--- src/include/ras_defines.svh ---
`ifndef RAS_DEFINES_SVH
`define RAS_DEFINES_SVH

// ************************************************************
// return address stack geometry
// ************************************************************

// entry count, must stay a power of two so the wrap bit
// falls out of a plain pointer increment
`define RAS_SIZE 16
`define RAS_WIDTH 4             // log2 of stack size

// ************************************************************
// fetch addressing
// ************************************************************

`define VADDR_WIDTH 39          // sv39 virtual address
`define INST_OFFSET 1           // halfword granule
`define SLOT_OFFSET_WIDTH 4     // slot index in a fetch block

`endif

--- src/logic/bpu_types_pkg.sv ---
package bpu_types_pkg;

    // ************************************************************
    // branch slot classification
    // ************************************************************

    typedef enum logic [2:0] {
        DIRECT   = 3'd0,        // conditional or jal without link
        INDIRECT = 3'd1,        // jalr without link
        CALL     = 3'd2,
        RET      = 3'd3,
        RET_CALL = 3'd4         // jalr that returns and links
    } br_type_t;

    // ************************************************************
    // stack operation
    // ************************************************************

    // bit 0 pops, bit 1 pushes
    typedef enum logic [1:0] {
        RAS_NONE     = 2'b00,
        RAS_POP      = 2'b01,
        RAS_PUSH     = 2'b10,
        RAS_POP_PUSH = 2'b11    // replace the top entry
    } ras_op_t;

endpackage

--- src/logic/ras_pkg.sv ---
`include "ras_defines.svh"

package ras_pkg;

    // ************************************************************
    // stack contents and pointer snapshot
    // ************************************************************

    // one return address
    typedef logic [`VADDR_WIDTH-1:0] ras_entry_t;

    // pointer state travelling with each prediction,
    // dir bits toggle every time the pointer wraps
    typedef struct packed {
        logic [`RAS_WIDTH-1:0] top;
        logic                  tdir;
        logic [`RAS_WIDTH-1:0] bottom;
        logic                  bdir;
    } ras_ckpt_t;

endpackage

--- src/logic/ras_slot_decode.sv ---
`include "ras_defines.svh"

module ras_slot_decode (
    input  logic [`VADDR_WIDTH-1:0]       start_addr,
    input  logic [`SLOT_OFFSET_WIDTH-1:0] offset,
    input  bpu_types_pkg::br_type_t       br_type,
    input  logic                          rvc,
    output bpu_types_pkg::ras_op_t        op,
    output ras_pkg::ras_entry_t           ret_addr
);
    import bpu_types_pkg::*;

    localparam int PAD_WIDTH = `VADDR_WIDTH - `SLOT_OFFSET_WIDTH - `INST_OFFSET;

    logic [`VADDR_WIDTH-1:0] slot_pc;
    logic [`VADDR_WIDTH-1:0] inst_len;

    // ************************************************************
    // branch class to stack operation
    // ************************************************************

    always_comb begin
        case (br_type)
            CALL:     op = RAS_PUSH;
            RET:      op = RAS_POP;
            RET_CALL: op = RAS_POP_PUSH;    // pop first, then link
            default:  op = RAS_NONE;
        endcase
    end

    // ************************************************************
    // fall-through address
    // ************************************************************

    // pc of the branch itself
    assign slot_pc = start_addr + {{PAD_WIDTH{1'b0}}, offset, {`INST_OFFSET{1'b0}}};

    assign inst_len = {{(`VADDR_WIDTH - 3){1'b0}}, ~rvc, rvc, 1'b0};   // 2 or 4 bytes

    assign ret_addr = slot_pc + inst_len;

endmodule

--- src/logic/ras_stack.sv ---
`include "ras_defines.svh"

module ras_stack (
    input  logic                   clk,
    input  logic                   rst,
    input  logic                   lookup_valid,
    input  bpu_types_pkg::ras_op_t lookup_op,
    input  ras_pkg::ras_entry_t    lookup_addr,
    input  logic                   squash,
    input  logic                   squash_front,
    input  bpu_types_pkg::ras_op_t squash_op,
    input  ras_pkg::ras_entry_t    squash_addr,
    input  ras_pkg::ras_ckpt_t     squash_ckpt,
    input  logic                   commit_valid,
    input  bpu_types_pkg::ras_op_t commit_op,
    input  ras_pkg::ras_entry_t    commit_addr,
    output ras_pkg::ras_entry_t    spec_entry,
    output ras_pkg::ras_entry_t    commit_entry,
    output logic                   stale,
    output logic                   empty,
    output ras_pkg::ras_ckpt_t     ckpt
);
    import bpu_types_pkg::*;
    import ras_pkg::*;

    function automatic logic [`RAS_SIZE-1:0] onehot(input logic [`RAS_WIDTH-1:0] idx);
        logic [`RAS_SIZE-1:0] vec;
        vec = '0;
        vec[idx] = 1'b1;
        return vec;
    endfunction

    logic [`RAS_WIDTH-1:0] top;
    logic                  tdir;
    logic [`RAS_WIDTH-1:0] bottom;
    logic                  bdir;
    logic [`RAS_WIDTH-1:0] commit_top;
    logic [`RAS_SIZE-1:0]  speculate;
    logic [`RAS_SIZE-1:0]  spec_pop;
    logic [`RAS_SIZE-1:0]  spec_push;
    ras_entry_t            spec_mem [`RAS_SIZE];
    ras_entry_t            commit_mem [`RAS_SIZE];

    logic                  full;
    logic [`RAS_WIDTH-1:0] top_m1;
    logic                  ckpt_full;
    logic                  ckpt_empty;

    ras_op_t               act_op;
    ras_entry_t            act_addr;
    logic [`RAS_WIDTH:0]   base_t;
    logic [`RAS_WIDTH:0]   base_b;
    logic [`RAS_WIDTH:0]   next_t;
    logic [`RAS_WIDTH:0]   next_b;
    logic                  base_full;
    logic                  base_empty;
    logic                  act_pop;
    logic                  act_push;
    logic [`RAS_WIDTH-1:0] base_top_m1;
    logic [`RAS_WIDTH-1:0] waddr;

    logic [`RAS_SIZE-1:0]  ckpt_top_mask;
    logic [`RAS_SIZE-1:0]  ckpt_bottom_mask;
    logic [`RAS_SIZE-1:0]  ckpt_valid_mask;
    logic [`RAS_SIZE-1:0]  speculate_mask;
    logic                  clear_spec;
    logic [`RAS_SIZE-1:0]  pop_bit;
    logic [`RAS_SIZE-1:0]  push_bit;

    logic                  commit_we;
    logic [`RAS_WIDTH-1:0] commit_waddr;
    logic [`RAS_SIZE-1:0]  commit_mask;

    // ************************************************************
    // occupancy
    // ************************************************************

    assign full       = (tdir ^ bdir) & (top == bottom);
    assign empty      = (tdir == bdir) & (top == bottom);
    assign ckpt_full  = (squash_ckpt.tdir ^ squash_ckpt.bdir) &
                        (squash_ckpt.top == squash_ckpt.bottom);
    assign ckpt_empty = (squash_ckpt.tdir == squash_ckpt.bdir) &
                        (squash_ckpt.top == squash_ckpt.bottom);

    // ************************************************************
    // operation select, squash over lookup
    // ************************************************************

    assign act_op     = squash ? squash_op : (lookup_valid ? lookup_op : RAS_NONE);
    assign act_addr   = squash ? squash_addr : lookup_addr;
    assign base_t     = squash ? {squash_ckpt.tdir, squash_ckpt.top} : {tdir, top};
    assign base_b     = squash ? {squash_ckpt.bdir, squash_ckpt.bottom} : {bdir, bottom};
    assign base_full  = squash ? ckpt_full : full;
    assign base_empty = squash ? ckpt_empty : empty;

    assign act_pop     = act_op[0] & ~base_empty;     // empty pop is a no-op
    assign act_push    = act_op[1];
    assign base_top_m1 = base_t[`RAS_WIDTH-1:0] - 1'b1;
    assign waddr       = act_pop ? base_top_m1 : base_t[`RAS_WIDTH-1:0];

    // wrap bit rides along as the pointer msb
    always_comb begin
        next_t = base_t;
        next_b = base_b;
        if (act_push && !act_pop) begin
            next_t = base_t + 1'b1;
            if (base_full) begin
                next_b = base_b + 1'b1;   // drop the oldest
            end
        end else if (act_pop && !act_push) begin
            next_t = base_t - 1'b1;
        end
    end

    // ************************************************************
    // speculation tracking
    // ************************************************************

    always_comb begin
        for (int i = 0; i < `RAS_SIZE; i++) begin
            ckpt_top_mask[i]    = i < squash_ckpt.top;
            ckpt_bottom_mask[i] = i < squash_ckpt.bottom;
        end
    end

    // live region between bottom and top, inverted once wrapped
    assign ckpt_valid_mask = ckpt_top_mask ^ ckpt_bottom_mask ^
                             {`RAS_SIZE{squash_ckpt.tdir ^ squash_ckpt.bdir}};
    // popped then re-pushed inside the restored region
    assign speculate_mask  = ckpt_valid_mask & spec_pop & spec_push;
    assign clear_spec      = squash & ~squash_front;
    assign pop_bit         = act_pop ? onehot(base_top_m1) : '0;
    assign push_bit        = act_push ? onehot(waddr) : '0;

    // ************************************************************
    // commit side
    // ************************************************************

    assign commit_we    = commit_valid & commit_op[1];
    assign commit_waddr = commit_op[0] ? commit_top - 1'b1 : commit_top;
    assign commit_mask  = commit_we ? onehot(commit_waddr) : '0;

    // ************************************************************
    // read and checkpoint
    // ************************************************************

    assign top_m1       = top - 1'b1;
    assign spec_entry   = spec_mem[top_m1];
    assign commit_entry = commit_mem[top_m1];
    assign stale        = speculate[top_m1] & ~spec_push[top_m1];

    assign ckpt.top    = top;
    assign ckpt.tdir   = tdir;
    assign ckpt.bottom = bottom;
    assign ckpt.bdir   = bdir;

    always_ff @(posedge clk or posedge rst) begin
        if (rst) begin
            top        <= '0;
            tdir       <= 1'b0;
            bottom     <= '0;
            bdir       <= 1'b0;
            commit_top <= '0;
            speculate  <= '0;
            spec_pop   <= '0;
            spec_push  <= '0;
        end else begin
            {tdir, top}    <= next_t;
            {bdir, bottom} <= next_b;
            spec_pop       <= (clear_spec ? '0 : spec_pop) | pop_bit;
            spec_push      <= (clear_spec ? '0 : spec_push) | push_bit;
            speculate      <= (speculate | (speculate_mask & {`RAS_SIZE{clear_spec}})) &
                              ~commit_mask;   // commit repairs the slot
            if (commit_valid) begin
                case (commit_op)
                    RAS_PUSH: commit_top <= commit_top + 1'b1;
                    RAS_POP:  commit_top <= commit_top - 1'b1;
                    default:  commit_top <= commit_top;
                endcase
            end
        end
    end

    always_ff @(posedge clk) begin
        if (act_push) begin
            spec_mem[waddr] <= act_addr;
        end
        if (commit_we) begin
            commit_mem[commit_waddr] <= commit_addr;
        end
    end

endmodule

--- src/logic/ras_target_select.sv ---
`include "ras_defines.svh"

module ras_target_select (
    input  logic                    clk,
    input  logic                    rst,
    input  ras_pkg::ras_entry_t     spec_entry,
    input  ras_pkg::ras_entry_t     commit_entry,
    input  logic                    stale,
    input  logic                    empty,
    input  ras_pkg::ras_ckpt_t      ckpt,
    input  logic                    lookup,
    output logic                    pred_valid,
    output logic [`VADDR_WIDTH-1:0] pred_target,
    output ras_pkg::ras_ckpt_t      pred_ckpt
);
    import ras_pkg::*;

    ras_entry_t target;
    logic       hit;

    // ************************************************************
    // entry select
    // ************************************************************

    // overwritten speculative slot falls back to commit copy
    assign target = stale ? commit_entry : spec_entry;

    assign hit = lookup & ~empty;

    // ************************************************************
    // prediction register
    // ************************************************************

    always_ff @(posedge clk or posedge rst) begin
        if (rst) begin
            pred_valid <= 1'b0;
        end else begin
            pred_valid <= hit;        // one cycle pulse per lookup
        end
    end

    // pre-operation state, also kept for an empty stack
    always_ff @(posedge clk) begin
        if (lookup) begin
            pred_target <= target;
            pred_ckpt   <= ckpt;
        end
    end

endmodule

--- src/logic/ras_predictor.sv ---
`include "ras_defines.svh"

module ras_predictor (
    input  logic                          clk,
    input  logic                          rst,
    input  logic                          lookup,
    input  logic [`VADDR_WIDTH-1:0]       lookup_start_addr,
    input  logic [`SLOT_OFFSET_WIDTH-1:0] lookup_offset,
    input  bpu_types_pkg::br_type_t       lookup_br_type,
    input  logic                          lookup_rvc,
    input  logic                          squash,
    input  logic                          squash_front,
    input  logic [`VADDR_WIDTH-1:0]       squash_start_addr,
    input  logic [`SLOT_OFFSET_WIDTH-1:0] squash_offset,
    input  bpu_types_pkg::br_type_t       squash_br_type,
    input  logic                          squash_rvc,
    input  ras_pkg::ras_ckpt_t            squash_ckpt,
    input  logic                          update,
    input  logic                          update_taken,
    input  logic [`VADDR_WIDTH-1:0]       update_start_addr,
    input  logic [`SLOT_OFFSET_WIDTH-1:0] update_offset,
    input  bpu_types_pkg::br_type_t       update_br_type,
    input  logic                          update_rvc,
    output logic                          pred_valid,
    output logic [`VADDR_WIDTH-1:0]       pred_target,
    output ras_pkg::ras_ckpt_t            pred_ckpt
);
    import bpu_types_pkg::*;
    import ras_pkg::*;

    ras_op_t    lookup_op;
    ras_entry_t lookup_ret;
    ras_op_t    squash_op;
    ras_entry_t squash_ret;
    ras_op_t    update_op;
    ras_entry_t update_ret;
    logic       lookup_act;
    logic       commit_valid;
    ras_entry_t spec_entry;
    ras_entry_t commit_entry;
    logic       stale;
    logic       empty;
    ras_ckpt_t  ckpt;

    // ************************************************************
    // slot decode
    // ************************************************************

    ras_slot_decode decode_lookup (
        .start_addr (lookup_start_addr),
        .offset     (lookup_offset),
        .br_type    (lookup_br_type),
        .rvc        (lookup_rvc),
        .op         (lookup_op),
        .ret_addr   (lookup_ret)
    );

    ras_slot_decode decode_squash (
        .start_addr (squash_start_addr),
        .offset     (squash_offset),
        .br_type    (squash_br_type),
        .rvc        (squash_rvc),
        .op         (squash_op),
        .ret_addr   (squash_ret)
    );

    ras_slot_decode decode_update (
        .start_addr (update_start_addr),
        .offset     (update_offset),
        .br_type    (update_br_type),
        .rvc        (update_rvc),
        .op         (update_op),
        .ret_addr   (update_ret)
    );

    assign lookup_act   = lookup & ~squash;       // squash owns the cycle
    assign commit_valid = update & update_taken & (update_op != RAS_NONE);

    // ************************************************************
    // stack and prediction
    // ************************************************************

    ras_stack stack0 (
        .clk          (clk),
        .rst          (rst),
        .lookup_valid (lookup_act),
        .lookup_op    (lookup_op),
        .lookup_addr  (lookup_ret),
        .squash       (squash),
        .squash_front (squash_front),
        .squash_op    (squash_op),
        .squash_addr  (squash_ret),
        .squash_ckpt  (squash_ckpt),
        .commit_valid (commit_valid),
        .commit_op    (update_op),
        .commit_addr  (update_ret),
        .spec_entry   (spec_entry),
        .commit_entry (commit_entry),
        .stale        (stale),
        .empty        (empty),
        .ckpt         (ckpt)
    );

    ras_target_select select0 (
        .clk          (clk),
        .rst          (rst),
        .spec_entry   (spec_entry),
        .commit_entry (commit_entry),
        .stale        (stale),
        .empty        (empty),
        .ckpt         (ckpt),
        .lookup       (lookup_act),
        .pred_valid   (pred_valid),
        .pred_target  (pred_target),
        .pred_ckpt    (pred_ckpt)
    );

endmodule

--- config.mk ---
export PLATFORM = sky130hd
export DESIGN_NAME = ras_predictor
export DESIGN_NICKNAME = d
export VERILOG_FILES = /design/src/logic/bpu_types_pkg.sv /design/src/logic/ras_pkg.sv /design/src/logic/ras_slot_decode.sv /design/src/logic/ras_stack.sv /design/src/logic/ras_target_select.sv /design/src/logic/ras_predictor.sv
export VERILOG_INCLUDE_DIRS = /design/src /design/src/include
export SDC_FILE = /design/constraint.sdc
export NUM_CORES = 2
export LEC_CHECK = 0
export BUFFER_PORTS_ARGS = -buffer_cell sky130_fd_sc_hd__buf_2
export CORE_MARGIN = 3
export CORE_UTILIZATION = 35
export CTS_CLUSTER_DIAMETER = 50
export CTS_CLUSTER_SIZE = 24
export DETAILED_ROUTE_END_ITERATION = 8
export PLACE_DENSITY_LB_ADDON = 0.3
export RECOVER_POWER = 25
export SYNTH_ARGS = -nofsm -noshare
export SYNTH_HDL_FRONTEND = slang
export SYNTH_SLANG_ARGS = --single-unit
--- constraint.sdc ---
create_clock -name clk -period 9.75 [get_ports clk]
set_input_delay 0.4875 -clock clk [delete_from_list [all_inputs] [get_ports clk]]
set_output_delay 0.4875 -clock clk [all_outputs]
set_load 0.05 [all_outputs]
==> results.sh <==
export IMPL_status="complete, but fails checks"
export IMPL_violations="capacitance limit, slew limit"
export IMPL_setup_tns_final_ns=0
export IMPL_place_hpwl_mm=96.8
export IMPL_die_h_um=408
export IMPL_clkTransAtPathRegs_ns=0.06
export IMPL_p_clk_share_pct=29.4
export IMPL_antenna_found_initial=17
export IMPL_rr_startpoint="stack0.top[0]"
export IMPL_synth_ff_type="edfxtp_1"
export IMPL_fin_crit_ns=7.54
export IMPL_p_int_mw=11.6
export IMPL_synth_net_count=3099
export IMPL_worst_setup_path_start_kind="primary input"
export IMPL_syn_inst=2902
export IMPL_dr_first_iter_drc_count=3615
export IMPL_worst_setup_path_type="primary input to flop"
export IMPL_path_buf_inv=5
export IMPL_synth_area_sq_um=56600
export IMPL_async_flop_share_pct=4.63
export IMPL_critical_path_startpoint="squash"
export IMPL_grt_pass1_wl_mm=238
export IMPL_clock_root_buffer="clkbuf_16"
export IMPL_cpLargestDelayFamily="buffers and inverters"
export IMPL_io_pins=208
export IMPL_clock_sinks=1360
export IMPL_drtPass1Iterations=6
export IMPL_synth_cell_type_count=73
export IMPL_syn_to_final_growth_pct=14.4
export IMPL_post_drt_wl_per_cell_um=31.4
export IMPL_ir_worst_vdd_mv=0.247
export IMPL_end_kind="flop"
export IMPL_grt_overflow_total=0
export IMPL_drv_slew=355
export IMPL_clock_skew_final_ns=0.0557
export IMPL_ys_seq_elements=1360
export IMPL_ant_nets=0
export IMPL_switchingPower_mw=5.78
export IMPL_port_buffers=207
export IMPL_slowest_delay_ns=2.65
export IMPL_grt_pass1_vias=30200
export IMPL_fmax_ghz=0.133
export IMPL_synth_edff_count=1297
export IMPL_start_util_pct=35.5
export IMPL_powerDensity_nw_per_um2=268
export IMPL_final_common_cell="edfxtp_1"
export IMPL_fin_crit_sh_pct=77.3
export IMPL_core_sq_um=159000
export IMPL_hp_start="squash_ckpt[5]"
export IMPL_hold_viol=0
export IMPL_r2r_setup_slack_ns=4.23
export IMPL_power_leakage_nw=20.9
export IMPL_grt_max_degree=129
export IMPL_maxCapViolations=15
export IMPL_rsz0062_at_grt="false"
export IMPL_drive_above_1_share_pct=26.4
export IMPL_dpl_cell_area_sq_um=60700
export IMPL_power_sequential_fraction_pct=39.6
export IMPL_tightestPinTransition_ns=3.88
export IMPL_swShare_pct=33.2
export IMPL_cts_buffer_depth=3
export IMPL_insertion_delay_ns=0.77
export IMPL_p_total_mw=17.4
export IMPL_die_w_um=408
export IMPL_hold_class="primary input to flop"
export IMPL_die_area_sq_um=167000
export IMPL_post_cts_resized=0
export IMPL_grtUsageTotal_pct=20.2
export IMPL_critPathRequiredTime_ns=10.11
export IMPL_nets=3365
export IMPL_path_cells="buf_2 -> clkbuf_1 -> clkinv_1 -> buf_4 -> a21boi_1 -> ha_1 -> nand2_1 -> a2111oi_1 -> nand2_1 -> o22ai_4 -> buf_4"
export IMPL_wirelength_mm=170
export IMPL_cts_tree="yes"
export IMPL_postLayoutCellArea_sq_um=64800
export IMPL_cts_buffers=120
export IMPL_vias=30300
export IMPL_worst_endpoint_arrival_ns=7.90
export IMPL_syn_area_per_cell_sq_um=19.5
export IMPL_pwr_share_comb_pct=31.0
export IMPL_ys_seq_area_share_pct=71.6
export IMPL_yosys_warnings=0
export IMPL_setup_viol=0
export IMPL_slowest_stage="clkbuf_1"
export IMPL_final_cell_mix="edfxtp_1, mux4_2, mux2i_1"
export IMPL_htreeDepth=3
export IMPL_slew_headroom_pct=-159
export IMPL_vias_per_cell=5.59
export IMPL_rows=146
export IMPL_drc=0
export IMPL_path_max_fanout=42
export IMPL_place_gp_congestion=0.800
-- worst min-delay path: cells and delay by family --
family | cells | cell delay [ns]
xor gates and xnor gates | 1 | 0.13
buffers and inverters | 1 | 0.11
muxes | 1 | 0.09
-- layout make-up --
type                    count  area (sq um)
clock buffers             125          3060
inverters                  55           208
flip-flops and latches   1360         40500
well taps                2146          2690
repair buffers            295          1610
clock inverters           105          1230
multi-input cells        1336         15500
fillers                 14200         94700
diodes                      5          12.5
-- per-stage QoR --
stage,util [%],cells,hold WS (ns),setup WS (ns)
6_report,40.6,5427,0.140,2.21
5_1_grt,40.6,5422,0.126,1.91
4_1_cts,40.7,5419,0.0636,3.99
3_5_place_dp,38.0,5188,0.482,3.96
3_3_place_gp,38.0,5186,0.478,3.98
2_1_floorplan,-,2902,0.420,3.59
-- layer usage --
layer | GRT usage, % | share of wire, %
met5 | 0 | 0.024
met2 | 31.6 | 46
met1 | 28.8 | 43
met4 | 4.68 | 2.0
met3 | 4.39 | 8.7
-- path summary, 6_finish.rpt --
path,endpoint,cells past startpoint
worst min-delay path,stack0.tdir,3
max in group asynchronous,stack0.top[0],4
worst max register to register,select0.pred_target[17],8
min in group asynchronous,stack0.bottom[1],4
worst max-delay path,stack0.spec_mem[13][9],11
worst min register to register,select0.pred_ckpt[5],0
-- timing repair --
item                       CTS  global route
hold endpoints to repair     4             0
buffers inserted             0             0
hold buffers                 1             0
setup endpoints to repair    0             0
-- cells in the mapped netlist, types with 8 or more instances --
library cell	n	area, sq um
a21o_1	9	67.6
a21oi_1	29	145
a221oi_2	37	556
a22o_1	38	333
a32o_1	17	170
a41oi_1	8	70.1
and3_1	26	163
buf_2	52	260
buf_4	11	82.6
buf_6	16	180
clkbuf_1	68	255
dfrtp_1	63	1580
edfxtp_1	1297	38900
fa_1	9	180
ha_1	30	375
inv_1	51	191
mux2_2	8	90.1
mux2i_1	196	1960
mux4_2	314	7070
nand2_1	103	387
nand3_1	43	215
nand4_1	38	238
nor2_1	67	251
nor2b_1	12	75.1
nor3_1	42	210
o211ai_1	9	67.6
o21ai_0	10	50.1
o21ai_1	28	140
o221ai_1	8	70.1
o22ai_1	13	81.3
o32ai_1	8	70.1
xnor2_1	107	937
xor2_1	51	447
-- flip-flops by register name, indices dropped and copies added (netlist names), 10 cells and up --
register,flops
select0.pred_ckpt,10
stack0.spec_pop,16
stack0.speculate,16
stack0.spec_mem,624
stack0.spec_push,16
select0.pred_target,39
stack0.commit_mem,624
-- power by group through the flow --
stage / sequential (mW) / clock [mW] / combinational [mW]
finish: 6.89 / 5.10 / 5.40
global route: 6.91 / 5.43 / 5.70
CTS: 6.89 / 5.20 / 5.46
detailed placement: 7.02 / 0 / 5.45
global placement: 7.03 / 0 / 5.43
floorplan: 7.14 / 0 / 3.81
-- kinds of logic (layout without fill, tap and decap cells) --
group | after synthesis | after routing | synth area share, %
compound gates | 240 | 240 | 3.65
xor+xnor | 160 | 160 | 2.50
mux | 519 | 519 | 16.1
other cells | 0 | 5 | 0
fa+ha+maj | 39 | 39 | 0.981
simple gates | 378 | 378 | 3.40
buf+inv | 206 | 580 | 1.78
flops | 1360 | 1360 | 71.6
Power figures use the tool's default switching activity.
